[src/mem_pkg.sv]
package mem_pkg;

  ////////////////////
  // Operations and causes
  ////////////////////

  typedef enum logic [3:0] {
    lsu_none = 4'd0,
    lsu_lb   = 4'd1,
    lsu_lbu  = 4'd2,
    lsu_lh   = 4'd3,
    lsu_lhu  = 4'd4,
    lsu_lw   = 4'd5,
    lsu_sb   = 4'd6,
    lsu_sh   = 4'd7,
    lsu_sw   = 4'd8
  } lsu_op_t;

  localparam logic [3:0] cause_load_misaligned  = 4'd4;
  localparam logic [3:0] cause_store_misaligned = 4'd6;

  ////////////////////
  // Records
  ////////////////////

  typedef struct packed {
    logic        valid;
    logic [31:0] pc;
    lsu_op_t     lsu_op;
    logic [31:0] address;
    logic [31:0] sdata;
    logic        wren;
    logic [4:0]  waddr;
    logic [31:0] wdata;  // ALU result
  } mem_in_t;

  typedef struct packed {
    logic        valid;
    logic [31:0] addr;
    logic [31:0] wdata;
    logic [3:0]  wstrb;  // Zero for loads
  } ram_req_t;

  typedef struct packed {
    logic        ready;
    logic [31:0] rdata;
  } ram_rsp_t;

  typedef struct packed {
    logic        wren;
    logic [4:0]  waddr;
    logic [31:0] wdata;
  } reg_write_t;

  typedef struct packed {
    logic        valid;
    logic        exception;
    logic [31:0] epc;
    logic [3:0]  ecause;
    logic [31:0] etval;
  } exc_report_t;

  function automatic logic is_load(lsu_op_t op);
    return op inside {lsu_lb, lsu_lbu, lsu_lh, lsu_lhu, lsu_lw};
  endfunction

  function automatic logic is_store(lsu_op_t op);
    return op inside {lsu_sb, lsu_sh, lsu_sw};
  endfunction

endpackage

[src/load_align.sv]
`timescale 1ns/1ps

module load_align import mem_pkg::*; (
  input  logic [1:0]  address,
  input  lsu_op_t     lsu_op,
  input  logic [31:0] rdata,
  output logic [31:0] result,
  output logic        misaligned
);

  logic [7:0]  lane_b;
  logic [15:0] lane_h;

  always_comb begin
    case (address)
      2'd0: lane_b = rdata[7:0];
      2'd1: lane_b = rdata[15:8];
      2'd2: lane_b = rdata[23:16];
      default: lane_b = rdata[31:24];
    endcase
    lane_h = address[1] ? rdata[31:16] : rdata[15:0];
  end

  always_comb begin
    result = rdata;
    misaligned = 1'b0;
    case (lsu_op)
      lsu_lb: result = {{24{lane_b[7]}}, lane_b};
      lsu_lbu: result = {24'd0, lane_b};
      lsu_lh: begin
        result = {{16{lane_h[15]}}, lane_h};
        misaligned = address[0];
      end
      lsu_lhu: begin
        result = {16'd0, lane_h};
        misaligned = address[0];
      end
      lsu_lw: begin
        misaligned = |address;  // Word must sit on lane 0
      end
      default: begin
        result = rdata;
      end
    endcase
  end

endmodule

[config.mk]
export PLATFORM = sky130hd
export DESIGN_NAME = load_align
export DESIGN_NICKNAME = d
export VERILOG_FILES = /design/src/mem_pkg.sv /design/src/load_align.sv
export SDC_FILE = /design/constraint.sdc
export NUM_CORES = 1
export LEC_CHECK = 0
export ABC_AREA = 0
export CAP_MARGIN = 40
export CORE_MARGIN = 1
export CORE_UTILIZATION = 30
export DETAILED_ROUTE_END_ITERATION = 8
export DONT_BUFFER_PORTS = 1
export GPL_TIMING_DRIVEN = 0
export PLACE_DENSITY_LB_ADDON = 0.2
export SETUP_SLACK_MARGIN = 0.4
export SYNTH_ARGS = -nofsm -noshare
export SYNTH_HDL_FRONTEND = slang
export SYNTH_SLANG_ARGS = --single-unit
[constraint.sdc]
create_clock -name vclk -period 3.41
set_input_delay 1.023 -clock vclk [all_inputs]
set_output_delay 1.023 -clock vclk [all_outputs]
set_load 0.05 [all_outputs]
==> results.ini <==
[global_route]
first_global_vias = 1158
overflow = 0
grt_start_max_net_pins = 11
antenna_found_initial = 0
grt_pass1_wl_um = 6090
grt_use_total_pct = 21.8

[clock_network]
hold_buffers = 0

[final_layout]
seq_cells = 0
finish.utilization_pct = 60.3
seqCellArea_um2 = 0
nFillCells = 263
antenna_cells = 0
drive_gt1_share_pct = 84.1
fin_nets = 178
syn2layout_area_growth_pct = 92.5
clkbuf_count = 0

[place]
post-place-ws_ns = -0.190
io_buffers = 0
place_congestion = 0.784
dp_hpwl_um = 2920

[worst_hold_path]
hold_class = in2out

[pwr]
total_power_w = 0.000432
cellLeakagePower_nw = 0.667
power_density_nw_per_um2 = 215
vdd_drop_max_uv = 60.4

[synthesis]
synth_area_leaders = mux2_2, o2bb2ai_1, mux4_1
yosys_warnings = 0
synthXorXnorAreaFrac_pct = 0.837
synth_largest_area_cell = mux2_2
synth_top_family_by_area = multiplexers
synth_compound_area_share_pct = 37.9
synth_simple_gate_area_share_pct = 12.4
muxShareOfSynthArea_pct = 38.4
synth_top_area_share_pct = 17.2
syn_area_um2 = 1050
syn-num-nets = 151
synth_cells = 113
synth_common_cells = mux2_2, o2bb2ai_1, a31oi_1
synth.avg_cell_area_um2 = 9.26
synth_adder_area_share_pct = 0
ys_types = 28
synth.yosys.seq_area_share_pct = 0

[timing]
final.period_utilization_pct = 99.5
fin_ws_ns = 0.0182
hold_viol_final = 0
relSlewSlack_pct = 60.7
maxSlewViolCount = 0
tightest_slew_ns = 0.586
max_clock_freq_ghz = 0.295
grt_setup_unrepaired = yes
setup_violations = 0
fin_crit_ns = 3.39

[worst_setup_path]
critPathKind = in2out
required_ns = 2.39
crit_arrival_ns = 2.37
worst-path-max-fanout = 7
worstSetupStartpointType = primary input
critPathCaptureType = primary output

[routing]
vias = 1212
drc = 0
wl_per_cell_um = 24.4
firstDrtPassIters = 4
postRouteAntennaNets = 0
viasPerCell = 6.59
drt-total-wl_um = 4490
drt_iter0_markers = 70

[floorplan]
core-area_um2 = 3340
fp.dieW_um = 61.1
rows = 21
dieArea_um2 = 3730
die_h_um = 61.1
initial_core_util_pct = 31.3
io-pin-count = 71

[run]
drv_cap = 0

[run_status]
status = finished clean

## final timing paths
check                     start         end  slack (ns)  depth (start not counted)
worst max-delay path  lsu_op[0]   result[9]        0.02                          6
worst min-delay path  lsu_op[3]  misaligned        2.10                          1
## worst max-delay path, stage by stage
cell       delay, ns
buf_12          0.10
or3_4           0.35
buf_6           0.14
and3_4          0.16
clkbuf_16       0.17
a31oi_4         0.42
## metrics by stage
stage          setup TNS, ns  instance area, µm²  std cells  hold slack (ns)
2_1_floorplan              0                1480        113             2.10
3_3_place_gp           -3.16                1530        159             2.10
3_5_place_dp           -2.95                1530        159             2.10
4_1_cts                    0                1880        180             2.10
5_1_grt              -0.0124                2010        184             2.10
6_report                   0                2010        184             2.10
## routing by layer
metal	part of all wire (%)	up-vias	global-route usage, %
li1	-	545	-
met1	39	617	28.5
met2	53	48	37.9
met3	7.8	2	5.04
met4	0.18	0	1.95
met5	0	-	0
## what timing repair did
item,CTS,global route
pin swaps,16,7
setup endpoints to repair,33,33
cloned,2,0
buffers inserted,19,4
gates resized for setup,36,22
## power by group
part           internal (W)  switching [W]
Combinational      0.000172       0.000260
Clock                     0              0
Sequential                0              0
## placed cells by master (no fill, tap or decap), types with 2 or more instances in the layout
master and count:
a221o_2 7, a221o_4 2, a31oi_1 7, a31oi_4 7
and3_1 3, and3_4 7, buf_12 5, buf_4 13
buf_6 15, buf_8 3, clkbuf_2 2, mux2_2 16
mux4_2 8, nand3_4 2, o211ai_1 7, o21ai_4 2
o2bb2ai_4 15
## layout make-up
class | instances | area (µm²) | share of cell area [%]
multi-input combinational | 96 | 1460 | 72.5
buffer | 16 | 231 | 11.5
timing repair buffer | 25 | 262 | 13.0
tap | 46 | 57.6 | 2.86
inverter | 1 | 3.75 | 0.186
## cell families (layout without fill, tap and decap cells)
| logic type | Yosys count | in the layout |
|---|---|---|
| AO/OA/AOI/OAI | 50 | 50 |
| multiplexers | 25 | 25 |
| AND/OR/NAND/NOR | 20 | 20 |
| buffers and inverters | 17 | 42 |
| XOR/XNOR | 1 | 1 |
No activity file was read; power rests on OpenSTA's default activity.
