==> src/mem_pkg.sv <==
package mem_pkg;

  ////////////////////
  // Operations and causes
  ////////////////////

  typedef enum logic [3:0] {
    lsu_none = 4'd0,
    lsu_lb   = 4'd1,
    lsu_lbu  = 4'd2,
    lsu_lh   = 4'd3,
    lsu_lhu  = 4'd4,
    lsu_lw   = 4'd5,
    lsu_sb   = 4'd6,
    lsu_sh   = 4'd7,
    lsu_sw   = 4'd8
  } lsu_op_t;

  localparam logic [3:0] cause_load_misaligned  = 4'd4;
  localparam logic [3:0] cause_store_misaligned = 4'd6;

  ////////////////////
  // Records
  ////////////////////

  typedef struct packed {
    logic        valid;
    logic [31:0] pc;
    lsu_op_t     lsu_op;
    logic [31:0] address;
    logic [31:0] sdata;
    logic        wren;
    logic [4:0]  waddr;
    logic [31:0] wdata;  // ALU result
  } mem_in_t;

  typedef struct packed {
    logic        valid;
    logic [31:0] addr;
    logic [31:0] wdata;
    logic [3:0]  wstrb;  // Zero for loads
  } ram_req_t;

  typedef struct packed {
    logic        ready;
    logic [31:0] rdata;
  } ram_rsp_t;

  typedef struct packed {
    logic        wren;
    logic [4:0]  waddr;
    logic [31:0] wdata;
  } reg_write_t;

  typedef struct packed {
    logic        valid;
    logic        exception;
    logic [31:0] epc;
    logic [3:0]  ecause;
    logic [31:0] etval;
  } exc_report_t;

  function automatic logic is_load(lsu_op_t op);
    return op inside {lsu_lb, lsu_lbu, lsu_lh, lsu_lhu, lsu_lw};
  endfunction

  function automatic logic is_store(lsu_op_t op);
    return op inside {lsu_sb, lsu_sh, lsu_sw};
  endfunction

endpackage

==> src/store_align.sv <==
`timescale 1ns/1ps

module store_align import mem_pkg::*; (
  input  logic [1:0]  address,
  input  lsu_op_t     lsu_op,
  input  logic [31:0] sdata,
  output logic [31:0] wdata,
  output logic [3:0]  wstrb,
  output logic        misaligned
);

  always_comb begin
    wdata = sdata;
    wstrb = 4'b0000;
    misaligned = 1'b0;
    case (lsu_op)
      lsu_sb: begin
        wdata = {4{sdata[7:0]}};  // Same byte on every lane
        wstrb = 4'b0001 << address;
      end
      lsu_sh: begin
        wdata = {2{sdata[15:0]}};
        wstrb = address[1] ? 4'b1100 : 4'b0011;
        misaligned = address[0];
      end
      lsu_sw: begin
        wstrb = 4'b1111;
        misaligned = |address;
      end
      default: begin
        wstrb = 4'b0000;  // Not a store
      end
    endcase
    if (misaligned) begin
      wstrb = 4'b0000;
    end
  end

endmodule

==> config.mk <==
export PLATFORM = sky130hd
export DESIGN_NAME = store_align
export DESIGN_NICKNAME = d
export VERILOG_FILES = /design/src/mem_pkg.sv /design/src/store_align.sv
export SDC_FILE = /design/constraint.sdc
export NUM_CORES = 1
export LEC_CHECK = 0
export BUFFER_PORTS_ARGS = -buffer_cell sky130_fd_sc_hd__buf_2
export CAP_MARGIN = 20
export CORE_MARGIN = 10
export CORE_UTILIZATION = 33
export DETAILED_ROUTE_END_ITERATION = 7
export PLACE_DENSITY = 0.84
export SETUP_SLACK_MARGIN = 0.02
export SLEW_MARGIN = 10
export SYNTH_ARGS = -nofsm -noshare
export SYNTH_HDL_FRONTEND = slang
export SYNTH_SLANG_ARGS = --single-unit
==> constraint.sdc <==
create_clock -name vclk -period 2.1
set_clock_uncertainty 0.2 [all_clocks]
set_input_delay 0.42 -clock vclk [all_inputs]
set_output_delay 0.42 -clock vclk [all_outputs]
set_load 0.02 [all_outputs]
==> metrics.md <==
| Metric | Value |
|---|---|
| Setup bufs post-CTS | `0` |
| Final Util | `approximately 61%` |
| Worst IR Drop VDD | `around 110 µV` |
| HP Start | `sdata[3]` |
| Fill cells | `between 100 and 150` |
| Total number of vias | `719` |
| Die W | `about 61 µm` |
| Worst Hold End | `wdata[3]` |
| Critical path arrival | `1.48 ns` |
| Initial Util | `between 30 and 40%` |
| Number of DRC markers in iteration 0 | `15` |
| Vias in the first global route | `760` |
| Placed cell count | `about 140` |
| Syn_nets | `95` |
| Antenna diodes | `0` |
| Worst-path cell chain | `buf_2 -> and4bb_4 -> mux2_2 -> buf_2` |
| Worst setup SP type | `input port` |
| Syn Inst Count | `57` |
| Total I/O pin count | `75` |
| Via-to-Cell Ratio | `between 5 and 6` |
| CLK BUF | `0` |
| Unique masters post-synth | `15` |
| Pwr dens | `between 200 and 250 mW/mm²` |
| Die area | `~0.0038 mm²` |
| Final min period | `2.10 ns` |
| Crit. End Element | `primary output` |
| Area of the multi-input gates | `approximately 500 µm²` |
| Register Area | `0 µm²` |
| Drt total wl | `roughly 2.4 mm` |
| Total grt overflow | `0` |
| Die height | `61.3 µm` |
| CP Max Fanout | `8` |
| P&R area growth vs syn | `69.6%` |
| Fin crit share | `around 100%` |
| Core area | `between 0.0015 and 0.002 mm²` |
| I/O Buffers | `75` |
| Mean Syn Cell Area | `9.88 µm²` |
| Max-Cap Viols | `0` |
| Hold buffer count at cts | `0` |
| Worst Path Buf+Inv | `2` |
| Mapped cell area | `approximately 560 µm²` |
| Crit path max-delay cell type | `and4bb_4` |
| Hold Path Depth | `2` |
| Share of cells above drive strength 1 | `approximately 92%` |
| Final hold violation count | `0` |
| Detailed Place HPWL | `between 2 and 2.5 mm` |
| Routed Antenna Nets | `0` |
| Final TNS setup | `0 ns` |
| Unrepaired setup endpoints after global routing | `true` |
| DRC viols | `0` |
| Slew Limit Fails | `0` |
| Nets@finish | `approximately 170` |
| Placed instance area | `~910 µm²` |
| Ys Warns | `0` |
| Status | `completed` |
| Design Area, Final | `around 950 µm²` |
| Sequential cells | `0` |
| Global-route wire length before repair | `around 3.4 mm` |
| Fmax | `about 480 MHz` |
| Worst Path Required | `1.48 ns` |
| Routed len/inst | `roughly 17 µm` |
| Worst Tran Pin Value | `roughly 0.26 ns` |
| Slew headroom | `around 83%` |
| Initial antenna violation count | `0` |
| Crit path kind | `in -> out` |
| HP Class | `in -> out` |
| Setup violations, final | `0` |
| Leakage dissipation | `~0.51 nW` |
| Register area share after synthesis | `0%` |
| DRT Pass-1 Iters | `2` |
| Critical Path Max Stage Delay | `between 0.4 and 0.5 ns` |
| CP startpoint | `lsu_op[3]` |
| Largest net degree at the start of global routing | `19` |
| Top cell family by delay on the critical path | `simple AND/OR/NAND/NOR gates` |
| # rows | `14` |
| Post-route insts no fill | `approximately 140` |
| Final GP Congestion | `about 0.76` |
| CP dominant cell by count | `buf_2` |
| Gr usage total | `10.9%` |
power by group:
group,leakage [nW],switching (W),internal (W)
logic,0.514,0.000121,0.000114
registers,0,0,0
clock network,0,0,0
per-layer routing:
metal | routed length (µm) | up-vias | track usage [%]
met5 | 0 | - | 0
met4 | 0 | 0 | 0
met3 | 382 | 0 | 3.91
met2 | 1220 | 44 | 22.8
met1 | 785 | 324 | 10.4
li1 | - | 351 | -
worst max-delay path by stage:
stage	endpoint	cells past startpoint
detailed placement	wdata[15]	4
global route	misaligned	5
global placement	wdata[9]	4
floorplan	wstrb[0]	2
CTS	wdata[20]	5
finish	wdata[13]	4
cell usage after synthesis, drive strengths merged:
library cell | n | area [µm²]
o22ai | 4 | 25.0
nor2 | 1 | 3.75
buf | 11 | 83.8
a21oi | 1 | 5.00
nand2 | 1 | 3.75
or2 | 1 | 6.26
or4b | 1 | 13.8
nand3b | 1 | 20.0
mux2 | 32 | 360
or4bb | 1 | 11.3
xnor2 | 1 | 8.76
nand4b | 1 | 8.76
and4bb | 1 | 12.5
layout make-up:
cell class	instances	share of cell area, %
timing repair buffer	80	45.7
tap	16	2.10
multi-input combinational	46	52.2
metrics by stage:
| step | worst slack (ns) | hold WS [ns] | power (W) |
|---|---|---|---|
| after CTS | 0.00759 | 0.903 | 0.000231 |
| after global placement | -0.0265 | 0.895 | 0.000221 |
| after global routing | -0.0387 | 0.909 | 0.000251 |
| after detailed placement | -0.0407 | 0.903 | 0.000227 |
| final | 0.00390 | 0.901 | 0.000235 |
| after floorplan | 0.123 | 0.753 | 0.000141 |
cells in the final DEF, fill, tap and decap left out, drive strengths merged:
cell,Yosys,final
nand2,1,1
nand3b,1,1
nand4b,1,1
o22ai,4,4
a21oi,1,1
or2,1,1
nor2,1,1
mux2,32,32
xnor2,1,1
or4b,1,1
or4bb,1,1
and4bb,1,1
buf,11,80
kinds of logic after synthesis:
logic type                synth area share, %
xor gates and xnor gates                 1.56
AOI/OAI and AO/OA                        5.33
and+or+nand+nor                          14.2
muxes                                    64.0
buffers and inverters                    14.9
what timing repair did:
item / in CTS / in global routing
pin swaps: 0 / 0
gates resized for setup: 6 / 8
setup endpoints to repair: 27 / 28
Note: power is estimated with default switching activity, not from simulation.
