**src/mem_pkg.sv**
```systemverilog
package mem_pkg;

  ////////////////////
  // Operations and causes
  ////////////////////

  typedef enum logic [3:0] {
    lsu_none = 4'd0,
    lsu_lb   = 4'd1,
    lsu_lbu  = 4'd2,
    lsu_lh   = 4'd3,
    lsu_lhu  = 4'd4,
    lsu_lw   = 4'd5,
    lsu_sb   = 4'd6,
    lsu_sh   = 4'd7,
    lsu_sw   = 4'd8
  } lsu_op_t;

  localparam logic [3:0] cause_load_misaligned  = 4'd4;
  localparam logic [3:0] cause_store_misaligned = 4'd6;

  ////////////////////
  // Records
  ////////////////////

  typedef struct packed {
    logic        valid;
    logic [31:0] pc;
    lsu_op_t     lsu_op;
    logic [31:0] address;
    logic [31:0] sdata;
    logic        wren;
    logic [4:0]  waddr;
    logic [31:0] wdata;  // ALU result
  } mem_in_t;

  typedef struct packed {
    logic        valid;
    logic [31:0] addr;
    logic [31:0] wdata;
    logic [3:0]  wstrb;  // Zero for loads
  } ram_req_t;

  typedef struct packed {
    logic        ready;
    logic [31:0] rdata;
  } ram_rsp_t;

  typedef struct packed {
    logic        wren;
    logic [4:0]  waddr;
    logic [31:0] wdata;
  } reg_write_t;

  typedef struct packed {
    logic        valid;
    logic        exception;
    logic [31:0] epc;
    logic [3:0]  ecause;
    logic [31:0] etval;
  } exc_report_t;

  function automatic logic is_load(lsu_op_t op);
    return op inside {lsu_lb, lsu_lbu, lsu_lh, lsu_lhu, lsu_lw};
  endfunction

  function automatic logic is_store(lsu_op_t op);
    return op inside {lsu_sb, lsu_sh, lsu_sw};
  endfunction

endpackage

```
**src/memory_ctrl.sv**
```systemverilog
`timescale 1ns/1ps

module memory_ctrl import mem_pkg::*; (
  input  logic        clk,
  input  logic        rst,
  input  mem_in_t     ex_in,
  input  logic        clear,
  input  logic [31:0] st_wdata,
  input  logic [3:0]  st_wstrb,
  input  logic        st_misaligned,
  input  logic [31:0] ld_result,
  input  logic        ld_misaligned,
  output ram_req_t    req,
  input  ram_rsp_t    rsp,
  output reg_write_t  wb,
  output reg_write_t  fwd,
  output exc_report_t exc,
  output logic        stall
);

  logic       ld_op;
  logic       st_op;
  logic       misaligned;
  logic       issue;
  logic       done;
  reg_write_t fwd_q;

  ////////////////////
  // Decision
  ////////////////////

  always_comb begin
    ld_op = is_load(ex_in.lsu_op);
    st_op = is_store(ex_in.lsu_op);
    misaligned = ex_in.valid && ((ld_op && ld_misaligned) || (st_op && st_misaligned));
    issue = ex_in.valid && (ld_op || st_op) && !misaligned && !clear;
    stall = issue && !rsp.ready;  // Low under clear since issue is
    done = ex_in.valid && !stall && !clear;
  end

  ////////////////////
  // Memory request
  ////////////////////

  always_comb begin
    req.valid = issue;
    req.addr = ex_in.address;
    req.wdata = st_wdata;
    req.wstrb = st_op ? st_wstrb : 4'b0000;
  end

  ////////////////////
  // Writeback and exception
  ////////////////////

  always_comb begin
    wb.wren = done && ex_in.wren && !misaligned && (ex_in.waddr != 5'd0);
    wb.waddr = ex_in.waddr;
    wb.wdata = ld_op ? ld_result : ex_in.wdata;
  end

  always_comb begin
    exc.valid = done;
    exc.exception = done && misaligned;
    exc.epc = ex_in.pc;
    exc.ecause = 4'd0;
    exc.etval = 32'd0;
    if (misaligned) begin
      exc.ecause = ld_op ? cause_load_misaligned : cause_store_misaligned;
      exc.etval = ex_in.address;  // Faulting address
    end
  end

  ////////////////////
  // Forwarding stage
  ////////////////////

  always_ff @(posedge clk) begin
    fwd_q.waddr <= wb.waddr;
    fwd_q.wdata <= wb.wdata;
    if (!rst) begin
      fwd_q.wren <= 1'b0;
    end else begin
      fwd_q.wren <= wb.wren;
    end
  end

  assign fwd = fwd_q;

endmodule

```
**config.mk**
```make
export PLATFORM = sky130hd
export DESIGN_NAME = memory_ctrl
export DESIGN_NICKNAME = d
export VERILOG_FILES = /design/src/mem_pkg.sv /design/src/memory_ctrl.sv
export SDC_FILE = /design/constraint.sdc
export NUM_CORES = 1
export LEC_CHECK = 0
export BUFFER_PORTS_ARGS = -buffer_cell sky130_fd_sc_hd__buf_4
export CAP_MARGIN = 25
export CORE_AREA = 4 4 175 177
export CTS_BUF_LIST = sky130_fd_sc_hd__clkbuf_4
export CTS_CLUSTER_SIZE = 14
export DETAILED_ROUTE_END_ITERATION = 12
export DIE_AREA = 0 0 179 181
export GPL_TIMING_DRIVEN = 0
export SLEW_MARGIN = 10
export SYNTH_ARGS = -nofsm -noshare
export SYNTH_HDL_FRONTEND = slang
export SYNTH_SLANG_ARGS = --single-unit
```
**constraint.sdc**
```tcl
create_clock -name clk -period 2.3 [get_ports clk]
set_clock_uncertainty 0.05 [all_clocks]
set_input_delay 0.46 -clock clk [delete_from_list [all_inputs] [get_ports clk]]
set_output_delay 0.46 -clock clk [all_outputs]
set_load 0.1 [all_outputs]
```
==> flow_metrics.py, run 1 <==
metrics = {
    "status": {
        "run_status": "finished, violations left",
        "failed_checks": "negative setup slack",
    },
    "global_route": {
        "groute.usage.overall": 0.0780,
        "first_global_vias": 3344,
        "grt_first_pass_wirelength_um": 19000,
        "gr-total-overflow": 0,
        "grt_start_max_net_pins": 14,
        "number_of_antenna_violations_at_the_first_check_in_global_routing": 1,
    },
    "power_and_ir_drop": {
        "share_clk_of_total_power": 0.114,
        "sw_frac_of_total": 0.551,
        "internal_power_w": 0.00187,
        "combinationalPowerShare": 0.711,
        "seq_power_share": 0.175,
        "static-leakage-power_nw": 3.48,
        "worst_ir_drop_vdd_uv": 174,
        "powerDensity_mw_per_mm2": 589,
        "power.switching_w": 0.00230,
    },
    "finish": {
        "finalNonFillerCells": 996,
        "layout_net_count": 849,
        "fillerInstances": 3071,
        "utilization": 0.242,
        "proportion_of_layout_cells_with_a_drive_suffix_above_1": 0.906,
        "number_of_flip_flops_in_the_largest_register": 38,
        "area_growth_syn_to_layout_pct": 182,
    },
    "timing": {
        "setup_viol": 34,
        "finalCritPeriodShare": 1.03,
        "fin_setup_tns_ns": -1.56,
        "min_period_ns": 2.36,
        "finalWorstSetupSlack_ns": -0.0648,
        "max_slew_margin": 0.656,
        "timing_max_transition_violations_final": 0,
        "tightest_slew_ns": 0.515,
        "final-hold-violation-count": 0,
        "max_clock_freq_mhz": 423,
        "fin_worst_hold_slack_ns": 0.170,
        "setup_repair_after_global_routing_missed_its_margin": "true",
    },
    "logic_synthesis": {
        "ys_top_cells_by_area": "buf_4, dfxtp_1, mux2_4",
        "syn_avg_cell_area_um2": 10.1,
        "synthesis.instances": 248,
        "yosysSeqAreaShare": 0.303,
        "syn_area_mm2": 0.00251,
        "ys_seq_elements": 38,
        "synthDominantCellAreaShare": 0.317,
        "yosys.area.top_type": "buf_4",
        "synth-warning-count": 0,
        "number_of_library_cell_types_mapped_by_synthesis": 26,
    },
    "critical_path": {
        "timing.critical_path.max_delay_family": "buffers and inverters",
        "worst_setup_path_start_kind": "primary input",
        "buf_inv_on_cp": 4,
        "cp-end-kind": "output port",
        "critical_path.cell_chain": "buf_12 -> nand2_4 -> or3b_4 -> buf_12 -> clkbuf_16 -> mux2_4 -> buf_12",
        "timing.critical_path.slowest_stage_cell": "or3b_4",
        "critical_path_class": "in2out",
        "worst-endpoint-required_ns": 1.79,
        "crit_path_max_fanout": 7,
        "worst_path_most_repeated_cell": "buf_12",
        "cp_data_arrival_time_ns": 1.85,
        "timing.critical_path.slowest_cell_delay_ns": 0.39,
    },
    "floorplan": {
        "core_mm2": 0.0292,
        "initial_core_util": 0.0860,
        "chipWidth_um": 179,
        "pin_count": 461,
        "die_area_mm2": 0.0324,
        "die_h_um": 181,
        "placement_rows": 63,
    },
    "clock_network": {
        "clk_transition_reported_paths_ns": 0.12,
        "max-clock-path-buffers": 2,
        "cts.sinks": 38,
        "cts_buffers": 5,
        "cts_tree": "yes",
        "cts.root.buffer_cell": "clkbuf_4",
        "cts_max_level": 2,
    },
    "drt": {
        "firstDrtPassIters": 4,
        "route.antenna.remaining_nets": 0,
        "totalWireLength_um": 14300,
        "detail_route.wl_per_cell_um": 14.3,
        "routed_via_density": 3.08,
        "drt-initial-drc-count": 22,
        "num_vias": 3068,
        "drcViolationCount": 0,
    },
    "place": {
        "finalWeightedCongestion": 0.720,
        "placed_cell_count": 969,
        "detailedPlacementHpwl_um": 11700,
        "io_buffers": 330,
        "dp_worst_setup_slack_ns": -0.380,
    },
    "job": {
        "max_cap_violations": 0,
    },
    "hold_path": {
        "timing.hold.worst.class": "in2reg",
    },
}
## cell type report
type                            instances  area (µm²)  share of cell area
Antenna cell                            1        2.50            0.000353
Buffer                                115         937               0.132
Clock buffer                            5        37.5             0.00530
Clock inverter                          3        45.0             0.00636
Inverter                                2        7.51             0.00106
Multi-Input combinational cell         92        1130               0.159
Sequential cell                        38         761               0.107
Tap cell                              390         488              0.0689
Timing Repair Buffer                  350        3680               0.519
## synthesized netlist by cell type, drive strengths merged
cell	count
nand2b	1
or3b	1
buf	114
o31a	1
mux2	33
and2	6
xor2	1
inv	2
clkbuf	3
or4	1
o221ai	1
nand2	2
mux2i	1
o21ai	3
nor4	2
conb	1
nor3	3
nand3	1
dfxtp	38
and3	33
## metrics by stage
step	area, µm²	total power, W
3_3_place_gp	5590	0.00335
2_1_floorplan	2620	0.00277
6_report	7080	0.00417
4_1_cts	6750	0.00414
3_5_place_dp	5590	0.00335
5_1_grt	7080	0.00431
## metal layers
layer / track usage / part of all wire / up-vias
met3: 0.0241 / 0.11 / 8
met4: 0.0196 / 0.0099 / 0
met2: 0.162 / 0.58 / 232
met1: 0.0702 / 0.30 / 1403
li1: - / - / 1425
met5: 0 / 0 / -
## power by group through the flow
stage / registers [W] / clock network (W) / logic (W)
floorplan: 0.00115 / 0 / 0.00162
global placement: 0.000743 / 0 / 0.00260
detailed placement: 0.000745 / 0 / 0.00261
CTS: 0.000730 / 0.000510 / 0.00291
global route: 0.000734 / 0.000535 / 0.00304
finish: 0.000729 / 0.000476 / 0.00297
## cells by family (layout without fill, tap and decap cells)
| family | count (synthesis) | count (layout) | synth area share |
|---|---|---|---|
| AOI/OAI and AO/OA | 5 | 5 | 0.0129 |
| DFF | 38 | 38 | 0.303 |
| muxes | 34 | 34 | 0.195 |
| buffers and inverters | 119 | 475 | 0.360 |
| and+or+nand+nor | 50 | 50 | 0.124 |
| other | 1 | 3 | 0.00149 |
| xor gates and xnor gates | 1 | 1 | 0.00348 |
## cells in the final DEF (no fill, tap or decap), types with 2 or more instances in the layout
master	synthesis	final
buf_12	3	79
clkbuf_1	3	3
clkbuf_16	0	3
clkbuf_4	0	5
inv_1	2	2
clkinvlp_4	0	2
and2_1	6	4
nor3_4	0	2
conb_1	1	2
buf_4	106	369
dfxtp_1	38	38
buf_16	0	2
mux2_4	29	33
buf_8	0	5
buf_6	1	4
and3_4	0	33
## what timing repair did
action,in CTS,in global routing
hold buffers,0,0
setup buffers,12,3
setup endpoints to repair,75,75
pin swaps,7,18
gates resized for setup,225,61
cloned,2,3
## path summary, 6_finish.rpt
check / start / endpoint / cells past startpoint
max: ex_in[104] / wb[2] / 7
min: ex_in[32] / fwd[32] / 1
No activity file was read; power rests on OpenSTA's default activity.
==> run 2, diff against run 1 <==
--- a/config.mk
+++ b/config.mk
@@ -6,13 +6,14 @@
 export NUM_CORES = 1
 export LEC_CHECK = 0
 export BUFFER_PORTS_ARGS = -buffer_cell sky130_fd_sc_hd__buf_4
-export CAP_MARGIN = 25
 export CORE_AREA = 4 4 175 177
 export CTS_BUF_LIST = sky130_fd_sc_hd__clkbuf_4
 export CTS_CLUSTER_SIZE = 14
 export DETAILED_ROUTE_END_ITERATION = 12
 export DIE_AREA = 0 0 179 181
 export GPL_TIMING_DRIVEN = 0
+export PLACE_DENSITY = 0.32
+export RECOVER_POWER = 25
 export SLEW_MARGIN = 10
 export SYNTH_ARGS = -nofsm -noshare
 export SYNTH_HDL_FRONTEND = slang
==> run 2 against run 1 <==
The run still ends with negative setup slack left. Count of clock-buffer cells in the layout unchanged. Combinational power down 2%. Total power increased by 1.6%. Flip-flop and latch count unchanged. Critical path type unchanged. Critical endpoint is now wb[13]. Highest routed layer unchanged.
==> flow_metrics.py, run 2 (synthesis gave the netlist of run 1 again) <==
metrics = {
    "status": {
        "run_status": "finished, violations left",
        "failed_checks": "negative setup slack",
    },
    "finish": {
        "most_frequent_standard_cell_in_the_layout_excluding_fill_and_tap_cells": "buf_4",
        "seqCellArea_um2": 761,
        "fillerInstances": 3204,
        "proportion_of_layout_cells_with_a_drive_suffix_above_1": 0.828,
        "finalNonFillerCells": 994,
        "layout_common_cells": "buf_4, buf_12, clkbuf_1",
        "number_of_flip_flops_in_the_largest_register": 38,
        "layout_net_count": 847,
        "multi_input_area_mm2": 0.00112,
        "area_growth_syn_to_layout_pct": 175,
    },
    "drt": {
        "route.antenna.remaining_nets": 0,
        "routed_via_density": 3.01,
        "drcViolationCount": 0,
        "detail_route.wl_per_cell_um": 15.1,
        "firstDrtPassIters": 4,
        "drt-initial-drc-count": 37,
        "num_vias": 2990,
        "totalWireLength_um": 15000,
    },
    "critical_path": {
        "worst_path_most_repeated_cell": "buf_12",
        "critical_path_class": "in2out",
        "crit_path_max_fanout": 7,
        "cp-end-kind": "output port",
        "cp_data_arrival_time_ns": 1.84,
        "critical_path.cell_chain": "buf_8 -> nand2_4 -> or3b_4 -> buf_12 -> clkbuf_16 -> mux2_4 -> buf_12",
        "timing.critical_path.slowest_stage_cell": "or3b_4",
        "timing.critical_path.slowest_cell_delay_ns": 0.38,
        "buf_inv_on_cp": 4,
        "timing.critical_path.max_delay_family": "buffers and inverters",
        "worst_setup_path_start_kind": "primary input",
        "worst-endpoint-required_ns": 1.79,
    },
    "clock_network": {
        "cts_buffers": 5,
        "cts.sinks": 38,
        "cts_max_level": 2,
        "cts_tree": "yes",
        "max-clock-path-buffers": 2,
        "clk_transition_reported_paths_ns": 0.14,
        "cts-hold-fix-buffers": 0,
        "cts.root.buffer_cell": "clkbuf_4",
    },
    "power_and_ir_drop": {
        "powerDensity_mw_per_mm2": 614,
        "static-leakage-power_nw": 3.33,
        "total_power_draw_w": 0.00424,
        "worst_ir_drop_vdd_uv": 288,
    },
    "floorplan": {
        "die_h_um": 181,
        "core_mm2": 0.0292,
        "die_area_mm2": 0.0324,
        "placement_rows": 63,
        "chipWidth_um": 179,
        "initial_core_util": 0.0860,
        "pin_count": 461,
    },
    "timing": {
        "min_period_ns": 2.35,
        "finalCritPeriodShare": 1.02,
        "finalWorstSetupSlack_ns": -0.0516,
        "tightest_slew_ns": 1.18,
        "final-hold-violation-count": 0,
        "fin_worst_hold_slack_ns": 0.176,
        "setup_viol": 32,
        "timing_max_transition_violations_final": 0,
        "setup_repair_after_global_routing_missed_its_margin": "true",
        "max_slew_margin": 0.217,
        "max_clock_freq_mhz": 425,
    },
    "place": {
        "io_buffers": 330,
        "detailedPlacementHpwl_um": 12900,
        "finalWeightedCongestion": 0.700,
        "placed_cell_count": 969,
    },
    "global_route": {
        "gr-total-overflow": 0,
        "number_of_antenna_violations_at_the_first_check_in_global_routing": 1,
        "groute.usage.overall": 0.0821,
        "grt_start_max_net_pins": 14,
        "grt_first_pass_wirelength_um": 19600,
        "first_global_vias": 3112,
    },
    "hold_path": {
        "timing.hold.worst.class": "in2reg",
    },
    "job": {
        "max_cap_violations": 0,
    },
}
## run 2: cell count changes in the layout (fill, tap and decap cells not counted), sizes merged
| cell | previous run | this run |
|---|---|---|
| buf | 459 | 411 |
| bufinv | 1 | 2 |
| clkbuf | 11 | 57 |
| clkinv | 0 | 1 |
| clkinvlp | 2 | 0 |
## run 2: cell type report
cell class	count	area share
Clock inverter	3	0.00996
Tap cell	390	0.0707
Multi-Input combinational cell	92	0.162
Inverter	2	0.00109
Clock buffer	5	0.00543
Buffer	115	0.135
Sequential cell	38	0.110
Antenna cell	1	0.000362
Timing Repair Buffer	348	0.506
## run 2: metrics by stage
| step | utilization | worst slack, ns | setup TNS [ns] | area [µm²] |
|---|---|---|---|---|
| finish | 0.236 | -0.0516 | -1.05 | 6910 |
| global route | 0.236 | -0.0833 | -2.68 | 6910 |
| CTS | 0.231 | -0.0962 | -2.33 | 6760 |
| detailed placement | 0.191 | -0.379 | -16.94 | 5590 |
| global placement | 0.191 | -0.368 | -16.95 | 5590 |
| floorplan | - | -0.276 | -0.441 | 2620 |
## run 2: worst paths after layout
path / start / to / slack (ns) / cells after the start
setup / recovery: ex_in[103] / wb[13] / -0.05 / 7
hold / removal: ex_in[35] / fwd[35] / 0.18 / 1
## run 2: power breakdown
| part | switching (W) | internal [W] |
|---|---|---|
| logic | 0.00202 | 0.000889 |
| registers | 0.0000150 | 0.000714 |
| clock network | 0.000264 | 0.000340 |
| total | 0.00230 | 0.00194 |
## run 2: metal layers
layer / wire length (µm) / GRT usage / vias to the layer above
met5: 0 / 0 / -
met4: 138 / 0.0203 / 0
met3: 2030 / 0.0326 / 5
met2: 8340 / 0.168 / 257
met1: 4450 / 0.0726 / 1303
li1: - / - / 1425
## run 2: timing repair
action,4_1_cts,5_1_grt
pin swaps,5,19
setup endpoints to repair,71,74
gates cloned,2,4
resized for setup,235,43
buffers inserted,6,7
